<file path="src/hdl/apci_defs.svh">
/*
 Timing and bus settings for the ATA and local bus bridge
 PIO counts are in clk40 cycles
 Include in any block that needs a count width or a buffer direction
*/
`ifndef APCI_DEFS_SVH
`define APCI_DEFS_SVH

// Mode 0 PIO in 25 ns clocks
`define ATA_SLOW_SETUP 3
`define ATA_SLOW_ACTIVE 7
`define ATA_SLOW_RECOVER 14

// Mode 4 PIO
`define ATA_FAST_SETUP 1
`define ATA_FAST_ACTIVE 3
`define ATA_FAST_RECOVER 1

// Phase counter must hold the longest count minus one
`define ATA_CNT_W 4

// CPU data buffer direction per bus owner
`define BUS_DIR_CPU 1'b0
`define BUS_DIR_MASTER 1'b1

`endif

</file>
<file path="src/hdl/apciBusPkg.sv">
/*
 Local 68040 bus types for the bridge
 Imported by the buffer control, the arbiter and the top level
*/
package apciBusPkg;

    //////////////////////////////////////////////////
    // Transfer size
    //////////////////////////////////////////////////

    // SIZ pin encoding straight from the 040
    typedef enum logic [1:0] {
        sizLong = 2'b00,
        sizByte = 2'b01,
        sizWord = 2'b10,
        sizLine = 2'b11
    } sizeT;

    //////////////////////////////////////////////////
    // Arbitration
    //////////////////////////////////////////////////

    // Bus parks on the CPU
    typedef enum logic {
        cpuOwns    = 1'b0,
        masterOwns = 1'b1
    } arbStateT;

endpackage

</file>
<file path="src/hdl/ataPkg.sv">
/*
 ATA PIO types shared by the controller, its channels and their interface
 Imported wherever a phase or a timing mode is handled
*/
package ataPkg;

    //////////////////////////////////////////////////
    // PIO strobe sequence
    //////////////////////////////////////////////////

    // Chip select is low in setup and active
    // Strobe is low in active only
    typedef enum logic [1:0] {
        idle    = 2'b00,
        setup   = 2'b01,
        active  = 2'b10,
        recover = 2'b11
    } pioPhaseT;

    //////////////////////////////////////////////////
    // Timing set
    //////////////////////////////////////////////////

    // Picked per channel from ppio or spio
    typedef enum logic {
        slowPio = 1'b0,
        fastPio = 1'b1
    } ataModeT;

endpackage

</file>
<file path="src/hdl/ataReqIf.sv">
/*
 Request link from the ATA controller to one PIO channel
 Start is a one cycle pulse, sent only while busy is low
*/
interface ataReqIf import ataPkg::*; ();

    // Request fields, valid in the start cycle
    logic    start;
    logic    rnw;
    logic    cs0;
    logic    cs1;
    ataModeT mode;

    // Channel status
    logic    tack;
    logic    latch;
    logic    busy;

    modport ctrl (
        output start, rnw, cs0, cs1, mode,
        input  tack, latch, busy
    );

    modport chan (
        input  start, rnw, cs0, cs1, mode,
        output tack, latch, busy
    );

endinterface

</file>
<file path="src/hdl/apciBridgeTop.sv">
/*
 Bridge top level for ATA access and local bus sharing
 Plain pins only, one instance per function
*/
module apciBridgeTop import apciBusPkg::*; (
    input  logic       clk40,
    input  logic       rstN,
    input  logic       tsN,
    input  logic       rnw,
    input  logic       ataEnN,
    input  logic       ppio,
    input  logic       spio,
    input  logic       pcs0,
    input  logic       pcs1,
    input  logic       scs0,
    input  logic       scs1,
    input  logic [1:0] siz,
    input  logic       brN,
    output logic       tackN,
    output logic       teaN,
    output logic       tciN,
    output logic       tbiN,
    output logic       busDir,
    output logic       ideLenN,
    output logic       ideHrenN,
    output logic       ideHwenN,
    output logic       ideDir,
    output logic       ataLatch,
    output logic       bgN,
    output logic       burstN,
    output logic       cs0PriN,
    output logic       cs1PriN,
    output logic       cs0SecN,
    output logic       cs1SecN,
    output logic       diorPriN,
    output logic       diowPriN,
    output logic       diorSecN,
    output logic       diowSecN
);

    logic ataStart;
    logic ataTack;
    logic ataTea;
    logic cycleActive;

    //////////////////////////////////////////////////
    // ATA path
    //////////////////////////////////////////////////

    ataController ataCtrl_i (.*);

    cycleTermination cycleTerm_i (.*);

    //////////////////////////////////////////////////
    // Buffers and arbitration
    //////////////////////////////////////////////////

    // SIZ pins mapped onto the 040 size type
    bufferControl bufCtrl_i (
        .siz (sizeT'(siz)),
        .*
    );

    busArbiter busArb_i (.*);

endmodule

</file>
<file path="src/hdl/ataChannel.sv">
/*
 PIO strobe sequencer for one ATA channel
 Runs setup, active and recover from the request mode
 Instantiated once per channel by the ATA controller
*/
`include "apci_defs.svh"

module ataChannel import ataPkg::*; (
    input  logic clk40,
    input  logic rstN,
    ataReqIf.chan req,
    output logic csN0,
    output logic csN1,
    output logic diorN,
    output logic diowN
);

    localparam int cntW = `ATA_CNT_W;

    pioPhaseT        phase;
    logic [cntW-1:0] cnt;
    logic [cntW-1:0] setupLen;
    logic [cntW-1:0] activeLen;
    logic [cntW-1:0] recoverLen;
    logic            cs0Q;
    logic            cs1Q;
    logic            rnwQ;
    ataModeT         modeQ;
    ataModeT         modeSel;
    logic            selPhase;

    // Mode from the request in the start cycle, held copy after
    assign modeSel = req.start ? req.mode : modeQ;

    always_comb begin
        if (modeSel == fastPio) begin
            setupLen   = cntW'(`ATA_FAST_SETUP);
            activeLen  = cntW'(`ATA_FAST_ACTIVE);
            recoverLen = cntW'(`ATA_FAST_RECOVER);
        end else begin
            setupLen   = cntW'(`ATA_SLOW_SETUP);
            activeLen  = cntW'(`ATA_SLOW_ACTIVE);
            recoverLen = cntW'(`ATA_SLOW_RECOVER);
        end
    end

    //////////////////////////////////////////////////
    // Phase machine
    //////////////////////////////////////////////////

    // Start cycle counts as the first setup clock
    always_ff @(posedge clk40 or negedge rstN) begin
        if (!rstN) begin
            phase <= idle;
            cnt   <= '0;
        end else begin
            case (phase)
                idle: begin
                    if (req.start) begin
                        // One clock of setup is already spent
                        if (setupLen > cntW'(1)) begin
                            phase <= setup;
                            cnt   <= setupLen - cntW'(2);
                        end else begin
                            phase <= active;
                            cnt   <= activeLen - cntW'(1);
                        end
                    end
                end
                setup: begin
                    if (cnt == '0) begin
                        phase <= active;
                        cnt   <= activeLen - cntW'(1);
                    end else begin
                        cnt <= cnt - cntW'(1);
                    end
                end
                active: begin
                    if (cnt == '0) begin
                        phase <= recover;
                        cnt   <= recoverLen - cntW'(1);
                    end else begin
                        cnt <= cnt - cntW'(1);
                    end
                end
                recover: begin
                    if (cnt == '0) begin
                        phase <= idle;
                    end else begin
                        cnt <= cnt - cntW'(1);
                    end
                end
                default: phase <= idle;
            endcase
        end
    end

    // Request fields held for the rest of the sequence
    always_ff @(posedge clk40) begin
        if (req.start) begin
            cs0Q  <= req.cs0;
            cs1Q  <= req.cs1;
            rnwQ  <= req.rnw;
            modeQ <= req.mode;
        end
    end

    //////////////////////////////////////////////////
    // Pins and status
    //////////////////////////////////////////////////

    assign selPhase = (phase == setup) || (phase == active);

    // Select drops in the start cycle itself
    assign csN0 = req.start ? !req.cs0 : !(cs0Q && selPhase);
    assign csN1 = req.start ? !req.cs1 : !(cs1Q && selPhase);

    assign diorN = !((phase == active) && rnwQ);
    assign diowN = !((phase == active) && !rnwQ);

    // Last active clock
    assign req.tack  = (phase == active) && (cnt == '0);
    assign req.latch = req.tack && rnwQ;
    assign req.busy  = (phase != idle);

    // A strobe only moves under an active chip select
    assert property (@(posedge clk40) disable iff (!rstN)
        (!diorN || !diowN) |-> (!csN0 || !csN1));

endmodule

</file>
<file path="src/hdl/ataController.sv">
/*
 ATA cycle decode and channel dispatch
 Turns a 68040 transfer start into a request for the primary or secondary channel
 Holds one cycle while its channel is still recovering
*/
module ataController import ataPkg::*; (
    input  logic clk40,
    input  logic rstN,
    input  logic tsN,
    input  logic rnw,
    input  logic ataEnN,
    input  logic ppio,
    input  logic spio,
    input  logic pcs0,
    input  logic pcs1,
    input  logic scs0,
    input  logic scs1,
    output logic ataStart,
    output logic ataTack,
    output logic ataTea,
    output logic ataLatch,
    output logic cs0PriN,
    output logic cs1PriN,
    output logic cs0SecN,
    output logic cs1SecN,
    output logic diorPriN,
    output logic diowPriN,
    output logic diorSecN,
    output logic diowSecN
);

    logic    cycleStart, priSel, secSel;
    logic    reqValid, reqSec, reqCs0, reqCs1, reqRnw;
    ataModeT reqMode;
    logic    targetFree, launch;
    logic    pendValid, pendSec, pendCs0, pendCs1, pendRnw;
    ataModeT pendMode;
    logic    cs0Q, cs1Q, rnwQ;
    ataModeT modeQ;

    ataReqIf priIf ();
    ataReqIf secIf ();

    //////////////////////////////////////////////////
    // Cycle decode
    //////////////////////////////////////////////////

    assign cycleStart = !tsN && !ataEnN;
    assign priSel     = pcs0 || pcs1;
    assign secSel     = scs0 || scs1;
    assign ataStart   = cycleStart && (priSel || secSel);
    // No register selected so the cycle ends in error
    assign ataTea     = cycleStart && !priSel && !secSel;

    // Held cycle goes first
    assign reqValid = ataStart || pendValid;
    assign reqSec   = pendValid ? pendSec : secSel;
    assign reqCs0   = pendValid ? pendCs0 : (secSel ? scs0 : pcs0);
    assign reqCs1   = pendValid ? pendCs1 : (secSel ? scs1 : pcs1);
    assign reqRnw   = pendValid ? pendRnw : rnw;
    assign reqMode  = pendValid ? pendMode : ((secSel ? spio : ppio) ? fastPio : slowPio);

    // Channel is free once idle and not just started
    assign targetFree = reqSec ? !(secIf.busy || secIf.start)
                               : !(priIf.busy || priIf.start);
    assign launch     = reqValid && targetFree;

    always_ff @(posedge clk40 or negedge rstN) begin
        if (!rstN) begin
            priIf.start <= 1'b0;
            secIf.start <= 1'b0;
            pendValid   <= 1'b0;
        end else begin
            priIf.start <= launch && !reqSec;
            secIf.start <= launch && reqSec;
            pendValid   <= reqValid && !targetFree;
        end
    end

    always_ff @(posedge clk40) begin
        if (launch) begin
            cs0Q  <= reqCs0;
            cs1Q  <= reqCs1;
            rnwQ  <= reqRnw;
            modeQ <= reqMode;
        end
        if (reqValid && !targetFree) begin
            pendSec  <= reqSec;
            pendCs0  <= reqCs0;
            pendCs1  <= reqCs1;
            pendRnw  <= reqRnw;
            pendMode <= reqMode;
        end
    end

    // Both channels see the fields, only one gets start
    assign priIf.cs0  = cs0Q;
    assign priIf.cs1  = cs1Q;
    assign priIf.rnw  = rnwQ;
    assign priIf.mode = modeQ;
    assign secIf.cs0  = cs0Q;
    assign secIf.cs1  = cs1Q;
    assign secIf.rnw  = rnwQ;
    assign secIf.mode = modeQ;

    //////////////////////////////////////////////////
    // Channels
    //////////////////////////////////////////////////

    ataChannel priChan (
        .clk40 (clk40),
        .rstN  (rstN),
        .req   (priIf.chan),
        .csN0  (cs0PriN),
        .csN1  (cs1PriN),
        .diorN (diorPriN),
        .diowN (diowPriN)
    );

    ataChannel secChan (
        .clk40 (clk40),
        .rstN  (rstN),
        .req   (secIf.chan),
        .csN0  (cs0SecN),
        .csN1  (cs1SecN),
        .diorN (diorSecN),
        .diowN (diowSecN)
    );

    assign ataTack  = priIf.tack || secIf.tack;
    assign ataLatch = priIf.latch || secIf.latch;

    // Address decode gives one select at most
    assert property (@(posedge clk40) disable iff (!rstN)
        cycleStart |-> $onehot0({pcs0, pcs1, scs0, scs1}));

endmodule

</file>
<file path="src/hdl/bufferControl.sv">
/*
 IDE and CPU data buffer steering
 Opens the IDE byte lanes for the active ATA cycle
 Turns the CPU buffer around when the external master owns the bus
*/
`include "apci_defs.svh"

module bufferControl import apciBusPkg::*; (
    input  logic clk40,
    input  logic rstN,
    input  logic cycleActive,
    input  logic rnw,
    input  sizeT siz,
    input  logic bgN,
    output logic ideLenN,
    output logic ideHrenN,
    output logic ideHwenN,
    output logic ideDir,
    output logic busDir,
    output logic burstN
);

    //////////////////////////////////////////////////
    // IDE lanes
    //////////////////////////////////////////////////

    // Lanes open the clock after cycleActive, ahead of the strobe
    // Byte access uses the high lane only
    always_ff @(posedge clk40 or negedge rstN) begin
        if (!rstN) begin
            ideLenN  <= 1'b1;
            ideHrenN <= 1'b1;
            ideHwenN <= 1'b1;
            ideDir   <= 1'b0;
        end else begin
            ideLenN  <= !(cycleActive && (siz != sizByte));
            ideHrenN <= !(cycleActive && rnw);
            ideHwenN <= !(cycleActive && !rnw);
            // High for drive to CPU
            ideDir   <= cycleActive && rnw;
        end
    end

    //////////////////////////////////////////////////
    // CPU buffer
    //////////////////////////////////////////////////

    assign busDir = bgN ? `BUS_DIR_CPU : `BUS_DIR_MASTER;
    // Burst allowed for the master only
    assign burstN = bgN;

endmodule

</file>
<file path="src/hdl/busArbiter.sv">
/*
 Local bus arbiter between the CPU side and an external master
 Parks on the CPU and hands over only while no ATA cycle is open
*/
module busArbiter import apciBusPkg::*; (
    input  logic clk40,
    input  logic rstN,
    input  logic brN,
    input  logic cycleActive,
    output logic bgN
);

    arbStateT state;

    //////////////////////////////////////////////////
    // Owner
    //////////////////////////////////////////////////

    always_ff @(posedge clk40 or negedge rstN) begin
        if (!rstN) begin
            state <= cpuOwns;
        end else begin
            case (state)
                cpuOwns: begin
                    // Request waits out any open ATA cycle
                    if (!brN && !cycleActive) begin
                        state <= masterOwns;
                    end
                end
                masterOwns: begin
                    if (brN) begin
                        state <= cpuOwns;
                    end
                end
                default: state <= cpuOwns;
            endcase
        end
    end

    assign bgN = (state != masterOwns);

    // Grant never lands inside an open ATA cycle
    assert property (@(posedge clk40) disable iff (!rstN)
        $fell(bgN) |-> !cycleActive);

endmodule

</file>
<file path="src/hdl/cycleTermination.sv">
/*
 68040 cycle termination for ATA accesses
 Registers tackN and teaN from the controller pulses
 Holds tciN and tbiN low while an ATA cycle is open
*/
module cycleTermination (
    input  logic clk40,
    input  logic rstN,
    input  logic ataStart,
    input  logic ataTack,
    input  logic ataTea,
    output logic tackN,
    output logic teaN,
    output logic tciN,
    output logic tbiN,
    output logic cycleActive
);

    //////////////////////////////////////////////////
    // Termination pins
    //////////////////////////////////////////////////

    always_ff @(posedge clk40 or negedge rstN) begin
        if (!rstN) begin
            tackN <= 1'b1;
            teaN  <= 1'b1;
        end else begin
            tackN <= !ataTack;
            teaN  <= !ataTea;
        end
    end

    //////////////////////////////////////////////////
    // Active cycle flag
    //////////////////////////////////////////////////

    // Open from the first clock through the tack clock
    always_ff @(posedge clk40 or negedge rstN) begin
        if (!rstN) begin
            cycleActive <= 1'b0;
        end else if (ataStart) begin
            cycleActive <= 1'b1;
        end else if (!tackN) begin
            cycleActive <= 1'b0;
        end
    end

    // ATA space is neither cacheable nor burstable
    assign tciN = !cycleActive;
    assign tbiN = !cycleActive;

    // Normal and error termination are exclusive
    assert property (@(posedge clk40) disable iff (!rstN) !(!tackN && !teaN));

endmodule

</file>
<file path="config.mk">
export PLATFORM = sky130hd
export DESIGN_NAME = apciBridgeTop
export DESIGN_NICKNAME = d
export VERILOG_FILES = /design/src/hdl/apciBusPkg.sv /design/src/hdl/ataPkg.sv /design/src/hdl/ataReqIf.sv /design/src/hdl/apciBridgeTop.sv /design/src/hdl/ataChannel.sv /design/src/hdl/ataController.sv /design/src/hdl/bufferControl.sv /design/src/hdl/busArbiter.sv /design/src/hdl/cycleTermination.sv
export VERILOG_INCLUDE_DIRS = /design/src /design/src/hdl
export SDC_FILE = /design/constraint.sdc
export NUM_CORES = 1
export LEC_CHECK = 0
export BUFFER_PORTS_ARGS = -buffer_cell sky130_fd_sc_hd__buf_2
export CORE_MARGIN = 10
export CORE_UTILIZATION = 56
export CTS_CLUSTER_DIAMETER = 80
export DETAILED_ROUTE_END_ITERATION = 8
export GPL_ROUTABILITY_DRIVEN = 1
export PLACE_DENSITY = 0.83
export SYNTH_ARGS = -nofsm -noshare
export SYNTH_HDL_FRONTEND = slang
export SYNTH_SLANG_ARGS = --single-unit
</file>
<file path="constraint.sdc">
create_clock -name clk40 -period 2.3 [get_ports clk40]
set_input_delay 0.23 -clock clk40 [delete_from_list [all_inputs] [get_ports clk40]]
set_output_delay 0.23 -clock clk40 [all_outputs]
set_load 0.02 [all_outputs]
</file>
==> qor_table.md, run 1 <==
| Step | Item | Reported |
|:---|:---|:---|
| timing | Min cycle time layout | 2.022 ns |
| cts | Clock insertion delay at the later pin of the skew report | 0.29 ns |
| worst setup path | Largest stage delay on the critical path | 0.42 ns |
| timing | Slew at the pin closest to its max-slew limit | 0.5424 ns |
| placed design | DP Worst Slack | 0.3606 ns |
| synthesis | Post-synthesis share of cell area spent on and, or, nand and nor gates | 16.60% |
| worst setup path | Worst Path Max Fanout | 4 |
| cts | TritonCTS clock tree | yes |
| timing | Final Setup Violations | 0 |
| worst setup path | Setup crit start kind | flop |
| placed design | Number of port buffers | 33 |
| cells and area | Number of filler cells placed in the layout | 294 |
| worst setup path | Required time of the worst setup path | 2.07 ns |
| cells and area | Final std cells w/o fill | 292 |
| floorplan | Area of the placeable core | 0.003661 mm² |
| global routing | First-pass GRT wire length | 7176 µm |
| timing | Headroom to the max-slew limit | 62.80% |
| global routing | GRT Residual Overflow | 0 |
| drt | Per-cell routed wire length | 14.94 µm |
| pwr | Power spent charging and discharging nets | 1587 µW |
| synthesis | Number of storage elements in the synthesis netlist | 40 |
| cts | TritonCTS Buffers | 5 |
| synthesis | Post-synthesis cell type count | 41 |
| cts | Buffer count from post-CTS setup fixing | 0 |
| drt | Via count | 1603 |
| pwr | Tot Pwr | 3624 µW |
| global routing | Number of global-route vias before repair | 1506 |
| worst setup path | Crit-path slowest cell | or3b_4 |
| worst setup path | Start point of the critical path | ataCtrl_i.secChan.cnt[0] |
| synthesis | Synth Instances | 207 |
| run | Number of max-capacitance violations reported | 0 |
| timing | Maximum achievable frequency | 494.6 MHz |
| worst setup path | Worst endpoint data arrival time | 1.79 ns |
| cts | Cells resized by post-CTS repair | 0 |
| timing | Final number of hold-violating endpoints | 0 |
| worst setup path | R2r startpoint | ataCtrl_i.pendValid |
| drt | Routed wire length | 4363 µm |
| synthesis | Post-synthesis adder-cell area fraction | 8.269% |
| cells and area | P&R area growth vs syn | 14.77% |
| timing | Final Slew Violations | 0 |
| synthesis | Yosys synthesis warning count | 0 |
| synthesis | Cell Area, Synth | 0.002118 mm² |
| floorplan | Effective utilization at floorplan | 57.86% |
| global routing | Global router's overall resource usage | 13.73% |
| placed design | Routability congestion estimate from global placement | 0.8196 |
| drt | Average via count per standard cell | 5.490 |
| run status | Run status | complete, no violations |
| cells and area | Leading cell type in the layout, fill and taps excluded | buf_2 |
| worst hold path | Critical hold path startpoint | brN |
| timing | Worst setup margin | 0.2780 ns |
| synthesis | Complex-gate fraction of the synthesized area | 15.77% |
| pwr | Internal | 2037 µW |
| cells and area | Commonest cells after routing, fill and taps aside | buf_2, inv_1, nand2_1, o21ai_0, dfrtp_1 |
| cts | Clk buf depth | 2 |
| worst setup path | Classification of the worst setup path | flop to output pin |
| pwr | Share of power burned in the clock network | 13.5% |
| drt | First-pass detailed-route iteration total | 4 |
| global routing | Initial antenna violation count | 0 |
| cts | Level count of the clock H-tree | 2 |
| synthesis | Syn nets | 235 |
| placed design | Cell Count Post-Placement | 283 |
| worst setup path | Critical path capture point type | output pin |
| pwr | Static leakage | 0.001090 µW |
| floorplan | Placement Rows | 22 |
| drt | Total DRC errors in the routed layout | 0 |
| synthesis | Parity-gate share of the synthesized area counting xor and xnor cells | 0.4135% |
| synthesis | Sequential fraction of the synthesis area | 50.62% |
| pwr | Sequential group share of total power | 34.4% |
| placed design | Sum of net half-perimeters after detailed placement | 3381 µm |
| cells and area | Fraction of final layout cells sized beyond drive strength 1 | 21.72% |
| timing | Ratio of final minimum period to clock period | 87.91% |
| floorplan | Die span in y | 81.51 µm |
| timing | Setup repair after global routing missed its margin | no |
| synthesis | Share of synthesized area spent on multiplexers | 3.367% |
| global routing | Pin count of the biggest net entering global routing | 24 |
| drt | Drt first-iter violations | 120 |
| pwr | Net switching fraction of the power | 43.79% |
| floorplan | Width of the die | 81.51 µm |
| timing | Clock skew after layout | 0.003540 ns |
| floorplan | Number of placed I/O pins | 34 |
| worst setup path | Cell chain of the critical path | inv_1 -> ha_1 -> or3b_4 -> o22ai_1 -> buf_2 |
| cts | Root buffer cell | clkbuf_8 |
| synthesis | Largest family of logic cells by synthesized area | simple AND/OR/NAND/NOR gates |
| synthesis | Average size of a mapped cell | 10.23 µm² |
| cts | Clock Sink Count | 40 |
| pwr | Pwr Density | 1491 mW/mm² |
| worst hold path | Kind of path behind the tightest hold check | primary input to flop |
| cts | CTS clock-pin slew for the worst setup and hold paths | 0.08 ns |
| cells and area | Number of nets in the final layout | 271 |
| floorplan | DIE AREA | 0.006643 mm² |
| timing | Setup TNS | 0 ns |
| pwr | Relative contribution of combinational cells to total power | 52.1% |
| drt | Antenna Violating Nets Remaining | 0 |
| pwr | Largest vdd supply drop | 0.0009087 V |
| cells and area | Diodes inserted | 0 |
==> through the flow <==
step	cell area [µm²]	hold slack (ns)	util, %
2_1_floorplan	2118	-0.06559	-
3_3_place_gp	2325	0.2480	63.50
3_5_place_dp	2325	0.2468	63.50
4_1_cts	2431	0.06602	66.40
5_1_grt	2431	0.05574	66.40
6_report	2431	0.07314	66.40
==> repair_timing <==
action / CTS / global route
setup endpoints to repair: 0 / 0
hold buffers: 1 / 0
endpoints found under the hold margin: 18 / 0
==> flip-flops by register name (all words and copies together), names as in the netlist, 2 cells and up <==
signal and count:
ataCtrl_i.secChan.phase 2, ataCtrl_i.secChan.cnt 4, ataCtrl_i.priChan.cnt 4, ataCtrl_i.priChan.phase 2
==> cell usage after synthesis (all sizes together) <==
cell type | number | share of area (%)
edfxtp | 15 | 21
ha | 14 | 8.3
a21oi | 9 | 2.1
a22oi | 6 | 2.1
nor3 | 9 | 2.1
and2 | 1 | 0.30
and2b | 1 | 0.35
a221oi | 3 | 1.8
nor2 | 11 | 1.9
dfstp | 5 | 6.2
mux2 | 1 | 0.53
o21bai | 1 | 0.35
o211ai | 1 | 0.35
nand4 | 1 | 0.30
nor3b | 2 | 0.95
nor2b | 6 | 1.8
inv | 19 | 3.4
o31ai | 2 | 0.71
a22o | 1 | 0.41
xnor2 | 1 | 0.41
nand4b | 1 | 0.41
dfrtp | 18 | 21
mux2i | 6 | 2.8
dfxtp | 2 | 1.9
buf | 2 | 0.71
nand2 | 18 | 3.2
o22ai | 2 | 0.59
a32o | 1 | 0.47
nand2b | 10 | 3.0
o21ai | 21 | 5.0
a21o | 4 | 1.4
nor4 | 2 | 0.59
or3b | 2 | 0.95
clkbuf | 5 | 0.89
or3 | 1 | 0.30
nand3 | 2 | 0.47
a2bb2oi | 1 | 0.41
==> per-layer routing <==
| metal | wire [µm] | share of wire, % | global-route usage [%] | up-vias |
|---|---|---|---|---|
| li1 | - | - | - | 797 |
| met1 | 1877 | 43 | 17.43 | 765 |
| met2 | 2139 | 49 | 21.72 | 35 |
| met3 | 285 | 6.5 | 3.712 | 6 |
| met4 | 61 | 1.4 | 5.536 | 0 |
| met5 | 0 | 0 | 0 | - |
==> final cells by class <==
| cell class | count | area, µm² | share of cell area, % |
|---|---|---|---|
| Timing Repair Buffer | 36 | 190.2 | 7.823 |
| Inverter | 19 | 71.32 | 2.934 |
| Tap cell | 48 | 60.06 | 2.470 |
| Clock inverter | 2 | 13.76 | 0.5661 |
| Sequential cell | 40 | 1072 | 44.11 |
| Multi-Input combinational cell | 141 | 940.9 | 38.70 |
| Clock buffer | 6 | 82.58 | 3.397 |
==> worst max-delay path: cells and delay by family, from the launching register on <==
family | cells | cell delay, ns
AO/OA/AOI/OAI | 1 | 0.13
flip-flops | 1 | 0.39
buffers and inverters | 2 | 0.33
AND/OR/NAND/NOR | 1 | 0.42
adder cells (fa/ha/maj) | 1 | 0.23
==> power groups by stage <==
stage	clock network, µW	registers (µW)	logic [µW]
global route	537	1280	2120
CTS	498	1250	1900
detailed placement	0	1260	1880
finish	490	1250	1890
floorplan	0	1230	1410
global placement	0	1250	1830
==> logic make-up after synthesis <==
family | count (synthesis)
flip-flops | 40
XOR/XNOR | 1
adder cells (fa/ha/maj) | 14
buffers and inverters | 26
AND/OR/NAND/NOR | 67
AO/OA/AOI/OAI | 52
multiplexers | 7
==> final timing paths <==
check	endpoint	slack, ns	depth (start not counted)
min	busArb_i.state	0.07	2
max reg2reg	ataCtrl_i.pendMode	0.36	3
max	ataLatch	0.28	5
min reg2reg	ataCtrl_i.secChan.rnwQ	0.45	0
min in group asynchronous	ataCtrl_i.priChan.cnt[1]	0.45	2
max in group asynchronous	bufCtrl_i.ideLenN	1.48	2
Power figures use the tool's default switching activity.
==> run 2, diff against run 1 <==
--- a/config.mk
+++ b/config.mk
@@ -7,7 +7,6 @@
 export NUM_CORES = 1
 export LEC_CHECK = 0
 export BUFFER_PORTS_ARGS = -buffer_cell sky130_fd_sc_hd__buf_2
-export CORE_MARGIN = 10
 export CORE_UTILIZATION = 56
 export CTS_CLUSTER_DIAMETER = 80
 export DETAILED_ROUTE_END_ITERATION = 8
==> qor_table.md, run 2 (synthesis gave the netlist of run 1 again) <==
| Step | Item | Reported | vs previous |
|:---|:---|:---|:---|
| run status | Run status | complete, no violations | unchanged |
| cts | Root buffer cell | clkbuf_8 | unchanged |
| worst hold path | Kind of path behind the tightest hold check | primary input to flop | unchanged |
| floorplan | Placement Rows | 21 | was 22 |
| global routing | Pin count of the biggest net entering global routing | 24 | unchanged |
| timing | Ratio of final minimum period to clock period | 86.61% | was 87.91% |
| floorplan | Area of the placeable core | 0.003468 mm² | was 0.003661 mm² |
| cells and area | Diodes inserted | 0 | unchanged |
| worst setup path | Setup crit start kind | flop | unchanged |
| worst setup path | Logic depth of the worst register-to-register path | 3 | unchanged |
| worst setup path | Critical path capture point type | output pin | unchanged |
| worst setup path | Classification of the worst setup path | flop to output pin | unchanged |
| cells and area | Top Registers | ataCtrl_i.priChan.cnt (4), ataCtrl_i.secChan.cnt (4) | unchanged |
| pwr | Pwr Density | 1514 mW/mm² | was 1491 mW/mm² |
| floorplan | Number of placed I/O pins | 34 | unchanged |
| cells and area | Commonest cells after routing, fill and taps aside | buf_2, inv_1, nand2_1, o21ai_0, dfrtp_1 | unchanged |
| cells and area | Fraction of final layout cells sized beyond drive strength 1 | 21.31% | was 21.72% |
| global routing | Global router's overall resource usage | 22.40% | was 13.73% |
| drt | Total DRC errors in the routed layout | 0 | unchanged |
| cts | Clock Sink Count | 40 | unchanged |
| cells and area | P&R area growth vs syn | 15.36% | was 14.77% |
| cts | TritonCTS clock tree | yes | unchanged |
| cts | Clk buf depth | 2 | unchanged |
| placed design | Number of port buffers | 33 | unchanged |
| cells and area | Number of nets in the final layout | 271 | unchanged |
| placed design | Sum of net half-perimeters after detailed placement | 3187 µm | was 3381 µm |
| cts | Clock insertion delay at the later pin of the skew report | 0.29 ns | about the same |
| timing | Maximum achievable frequency | 502.0 MHz | was 494.6 MHz |
| worst setup path | Required time of the worst setup path | 2.07 ns | about the same |
| pwr | Largest vdd supply drop | 0.0009362 V | was 0.0009087 V |
| drt | Average via count per standard cell | 5.610 | was 5.490 |
| global routing | First-pass GRT wire length | 6934 µm | was 7176 µm |
| run | Number of max-capacitance violations reported | 0 | unchanged |
| drt | Routed wire length | 4217 µm | was 4363 µm |
| timing | Final Setup Violations | 0 | unchanged |
| worst setup path | Reg2Reg Setup Slack | 0.34 ns | was 0.36 ns |
| timing | Slew at the pin closest to its max-slew limit | 0.5246 ns | was 0.5424 ns |
| timing | Min cycle time layout | 1.992 ns | was 2.022 ns |
| cells and area | Leading cell type in the layout, fill and taps excluded | buf_2 | unchanged |
| floorplan | Width of the die | 63.51 µm | was 81.51 µm |
| timing | Setup TNS | 0 ns | unchanged |
| cts | Level count of the clock H-tree | 2 | unchanged |
| worst hold path | Min-Delay Path Depth | 2 | unchanged |
| worst setup path | Worst Path Max Fanout | 4 | unchanged |
| timing | Clock skew after layout | 0.004456 ns | was 0.003540 ns |
| timing | Final Slew Violations | 0 | unchanged |
| global routing | Number of global-route vias before repair | 1565 | was 1506 |
| drt | Per-cell routed wire length | 14.54 µm | was 14.94 µm |
| cts | CTS clock-pin slew for the worst setup and hold paths | 0.08 ns | about the same |
| drt | First-pass detailed-route iteration total | 4 | unchanged |
| worst setup path | Worst endpoint data arrival time | 1.76 ns | was 1.79 ns |
| cts | TritonCTS Buffers | 5 | unchanged |
| pwr | Static leakage | 0.001098 µW | was 0.001090 µW |
| cts | Buffer count from post-CTS setup fixing | 0 | unchanged |
| floorplan | Effective utilization at floorplan | 61.08% | was 57.86% |
| drt | Via count | 1627 | was 1603 |
| floorplan | DIE AREA | 0.004033 mm² | was 0.006643 mm² |
| timing | Headroom to the max-slew limit | 64.03% | was 62.80% |
| placed design | Placed Instance Area | 0.002322 mm² | was 0.002325 mm² |
| global routing | Initial antenna violation count | 0 | unchanged |
| floorplan | Die span in y | 63.51 µm | was 81.51 µm |
| timing | Final number of hold-violating endpoints | 0 | unchanged |
| global routing | GRT Residual Overflow | 0 | unchanged |
| placed design | Routability congestion estimate from global placement | 0.8647 | was 0.8196 |
| cts | Cells resized by post-CTS repair | 0 | unchanged |
| drt | Antenna Violating Nets Remaining | 0 | unchanged |
| drt | Drt first-iter violations | 114 | was 120 |
| cells and area | Design Area, Final | 0.002444 mm² | was 0.002431 mm² |
| cts | Count of hold-fix buffers inserted at cts | 1 | unchanged |
| timing | Setup repair after global routing missed its margin | no | unchanged |
[run 2: changes by cell type in the layout (fill, tap and decap cells not counted), sizes merged]
cell / delta
clkinv: +2
clkbuf: -1
clkinvlp: -1
inv: -1
bufinv: +1
[run 2: cell type report]
class	count	area, µm²
flip-flops and latches	40	1072
fillers	271	1025
multi-input cells	141	940.9
repair buffers	36	190.2
inverters	19	71.32
clock buffers	5	68.82
well taps	46	57.56
clock inverters	3	42.54
[run 2: path summary, 6_finish.rpt]
kind	startpoint	end
max reg2reg	ataCtrl_i.pendValid	ataCtrl_i.pendSec
max in group asynchronous	rstN	cycleTerm_i.teaN
min reg2reg	ataCtrl_i.priIf.rnw	ataCtrl_i.priChan.rnwQ
max	ataCtrl_i.secChan.cnt[0]	ataLatch
min	siz[1]	bufCtrl_i.ideLenN
min in group asynchronous	rstN	ataCtrl_i.priChan.cnt[1]
[run 2: critical path, cell delays in order (launching register included)]
cell     delay, ns
dfrtp_1       0.39
inv_1         0.13
ha_1          0.22
or3b_4        0.42
o22ai_1       0.13
buf_2         0.18
[run 2: report_power, final]
part / leakage [µW] / switching [µW] / total, µW / internal, µW
registers: 0.000436 / 186 / 1240 / 1050
clock network: 0.0000558 / 244 / 565 / 321
logic: 0.000606 / 1150 / 1890 / 739
total: 0.00110 / 1580 / 3700 / 2110
[run 2: per-layer routing]
| metal | part of all wire, % | track usage [%] |
|---|---|---|
| met1 | 41 | 28.42 |
| met2 | 53 | 37.50 |
| met3 | 5.1 | 6.159 |
| met4 | 1.1 | 5.682 |
| met5 | 0 | 0 |
[run 2: metrics by stage]
step / total power, µW / setup slack, ns / cells / util, % / hold slack [ns]
floorplan: 2638 / 0.4852 / 207 / - / -0.06559
global placement: 3070 / 0.4300 / 281 / 66.96 / 0.2376
detailed placement: 3140 / 0.3541 / 281 / 66.96 / 0.2444
CTS: 3710 / 0.3212 / 290 / 70.45 / 0.07572
global route: 3995 / 0.2227 / 290 / 70.45 / 0.08752
finish: 3699 / 0.3080 / 290 / 70.45 / 0.07752
==> run 3, diff against run 2 <==
--- a/config.mk
+++ b/config.mk
@@ -12,6 +12,7 @@
 export DETAILED_ROUTE_END_ITERATION = 8
 export GPL_ROUTABILITY_DRIVEN = 1
 export PLACE_DENSITY = 0.83
+export SETUP_SLACK_MARGIN = 0.5
 export SYNTH_ARGS = -nofsm -noshare
 export SYNTH_HDL_FRONTEND = slang
 export SYNTH_SLANG_ARGS = --single-unit
==> qor_table.md, run 3 (synthesis gave the netlist of run 1 again) <==
| Step | Item | Reported | vs previous |
|:---|:---|:---|:---|
| floorplan | Width of the die | 63.51 µm | unchanged |
| global routing | GRT Residual Overflow | 0 | unchanged |
| timing | Slew at the pin closest to its max-slew limit | 0.5563 ns | was 0.5246 ns |
| worst setup path | Setup crit start kind | flop | unchanged |
| pwr | Largest vdd supply drop | 0.001006 V | was 0.0009362 V |
| global routing | Number of global-route vias before repair | 1622 | was 1565 |
| timing | Final number of hold-violating endpoints | 0 | unchanged |
| floorplan | Number of placed I/O pins | 34 | unchanged |
| cells and area | Final std cells w/o fill | 309 | was 290 |
| cells and area | Commonest cells after routing, fill and taps aside | buf_2, buf_4, nand2_1, dfrtp_1, o21ai_0 | was buf_2, inv_1, nand2_1, o21ai_0, dfrtp_1 |
| cts | Clk buf depth | 2 | unchanged |
| drt | Average via count per standard cell | 5.589 | was 5.610 |
| pwr | Pwr Density | 1554 mW/mm² | was 1514 mW/mm² |
| global routing | Initial antenna violation count | 0 | unchanged |
| floorplan | DIE AREA | 0.004033 mm² | unchanged |
| cts | TritonCTS clock tree | yes | unchanged |
| timing | Ratio of final minimum period to clock period | 80.88% | was 86.61% |
| timing | Clock skew after layout | 0.003264 ns | was 0.004456 ns |
| timing | Setup repair after global routing missed its margin | yes | was no |
| worst setup path | Required time of the worst setup path | 2.07 ns | about the same |
| cts | CTS clock-pin slew for the worst setup and hold paths | 0.08 ns | about the same |
| cts | TritonCTS Buffers | 5 | unchanged |
| run | Number of max-capacitance violations reported | 0 | unchanged |
| floorplan | Area of the placeable core | 0.003468 mm² | unchanged |
| cells and area | Fraction of final layout cells sized beyond drive strength 1 | 35.36% | was 21.31% |
| drt | Routed wire length | 4852 µm | was 4217 µm |
| timing | Final Slew Violations | 0 | unchanged |
| drt | Drt first-iter violations | 173 | was 114 |
| timing | Final Setup Violations | 0 | unchanged |
| pwr | Static leakage | 0.001208 µW | was 0.001098 µW |
| placed design | Cell Count Post-Placement | 281 | unchanged |
| global routing | Global router's overall resource usage | 24.82% | was 22.40% |
| cells and area | Utilization of the core after routing | 77.60% | was 70.45% |
| cells and area | P&R area growth vs syn | 27.05% | was 15.36% |
| floorplan | Die span in y | 63.51 µm | unchanged |
| placed design | Routability congestion estimate from global placement | 0.8217 | was 0.8647 |
| timing | Headroom to the max-slew limit | 61.85% | was 64.03% |
| placed design | Sum of net half-perimeters after detailed placement | 3168 µm | was 3187 µm |
| timing | Min cycle time layout | 1.860 ns | was 1.992 ns |
| timing | Setup TNS | 0 ns | unchanged |
| worst setup path | Classification of the worst setup path | flop to output pin | unchanged |
| cts | Clock insertion delay at the later pin of the skew report | 0.31 ns | was 0.29 ns |
| drt | Via count | 1727 | was 1627 |
| drt | First-pass detailed-route iteration total | 4 | unchanged |
| worst setup path | Start point of the critical path | ataCtrl_i.secChan.cnt[0] | unchanged |
| global routing | Pin count of the biggest net entering global routing | 24 | unchanged |
| floorplan | Effective utilization at floorplan | 61.08% | unchanged |
| global routing | First-pass GRT wire length | 7410 µm | was 6934 µm |
| cts | Root buffer cell | clkbuf_8 | unchanged |
| timing | Maximum achievable frequency | 537.6 MHz | was 502.0 MHz |
| drt | Total DRC errors in the routed layout | 0 | unchanged |
| cells and area | Leading cell type in the layout, fill and taps excluded | buf_2 | unchanged |
| worst setup path | Critical path capture point type | output pin | unchanged |
| worst setup path | R2r startpoint | ataCtrl_i.secChan.cnt[0] | was ataCtrl_i.pendValid |
| cts | Level count of the clock H-tree | 2 | unchanged |
| cts | Clock Sink Count | 40 | unchanged |
| cells and area | Diodes inserted | 0 | unchanged |
| run status | Run status | complete, no violations | unchanged |
| worst hold path | Kind of path behind the tightest hold check | primary input to flop | unchanged |
| drt | Per-cell routed wire length | 15.70 µm | was 14.54 µm |
| cells and area | Top Registers | ataCtrl_i.priChan.cnt (4), ataCtrl_i.secChan.cnt (4) | unchanged |
| drt | Antenna Violating Nets Remaining | 0 | unchanged |
| worst hold path | Critical hold path startpoint | siz[1] | unchanged |
| worst setup path | Worst Path Max Fanout | 4 | unchanged |
| cells and area | Number of filler cells placed in the layout | 231 | was 271 |
| worst setup path | Reg2Reg Setup Slack | 0.44 ns | was 0.34 ns |
| placed design | Number of port buffers | 33 | unchanged |
| worst setup path | Worst endpoint data arrival time | 1.63 ns | was 1.76 ns |
| cells and area | Number of nets in the final layout | 290 | was 271 |
| floorplan | Placement Rows | 21 | unchanged |
## run 3: changes by cell type in the layout (fill, tap and decap cells not counted), sizes merged
cell / previous run / this run
buf: 35 / 54
clkbuf: 5 / 6
bufinv: 1 / 0
## run 3: area by class of cell
class / instances / area, µm² / area share, %
timing repair buffer: 55 / 346.6 / 12.88
tap: 46 / 57.56 / 2.139
clock buffer: 6 / 93.84 / 3.487
sequential: 40 / 1072 / 39.84
inverter: 19 / 71.32 / 2.650
multi-input combinational: 141 / 1032 / 38.35
clock inverter: 2 / 17.52 / 0.6509
## run 3: path summary, 6_finish.rpt
path | endpoint | depth (start not counted)
max reg2reg | ataCtrl_i.secChan.cnt[3] | 7
max in group asynchronous | cycleTerm_i.tackN | 2
max | ataLatch | 5
min | bufCtrl_i.ideLenN | 2
min in group asynchronous | ataCtrl_i.priChan.cnt[0] | 2
min reg2reg | ataCtrl_i.priChan.rnwQ | 0
## run 3: what timing repair did
action / 4_1_cts / 5_1_grt
pin swaps: 1 / 4
endpoints found under the hold margin: 18 / 0
endpoints found under the setup margin: 14 / 17
hold buffers: 1 / 0
buffers inserted: 7 / 12
gates resized for setup: 10 / 21
## run 3: routing by layer
metal	part of all wire [%]	GRT usage, %	up-vias	routed length, µm
met5	0	0	-	0
met4	2.3	10.80	0	110
met3	5.3	7.790	11	256
met2	52	42.15	49	2536
met1	40	28.47	826	1948
li1	-	-	841	-
## run 3: per-stage QoR
step                      hold WS [ns]  cell area (µm²)  setup slack [ns]  total power (µW)
after global placement          0.2457             2325            0.5194              3064
final                          0.05943             2691            0.4398              4182
after global routing           0.07546             2691            0.3635              4475
after floorplan               -0.06559             2121            0.5745              2642
after CTS                      0.05604             2526            0.3940              3821
after detailed placement        0.2469             2325            0.4407              3125
## run 3: report_power, final
group	internal [µW]	total (µW)	switching, µW
clock network	283	557	274
registers	1050	1240	182
logic	1060	2390	1330
## run 3: worst max-delay path, stage by stage, from the launching register on
cell and delay [ns]:
dfrtp_1 0.41, inv_2 0.12, ha_4 0.14, or3b_4 0.38, o22ai_2 0.13, buf_6 0.14
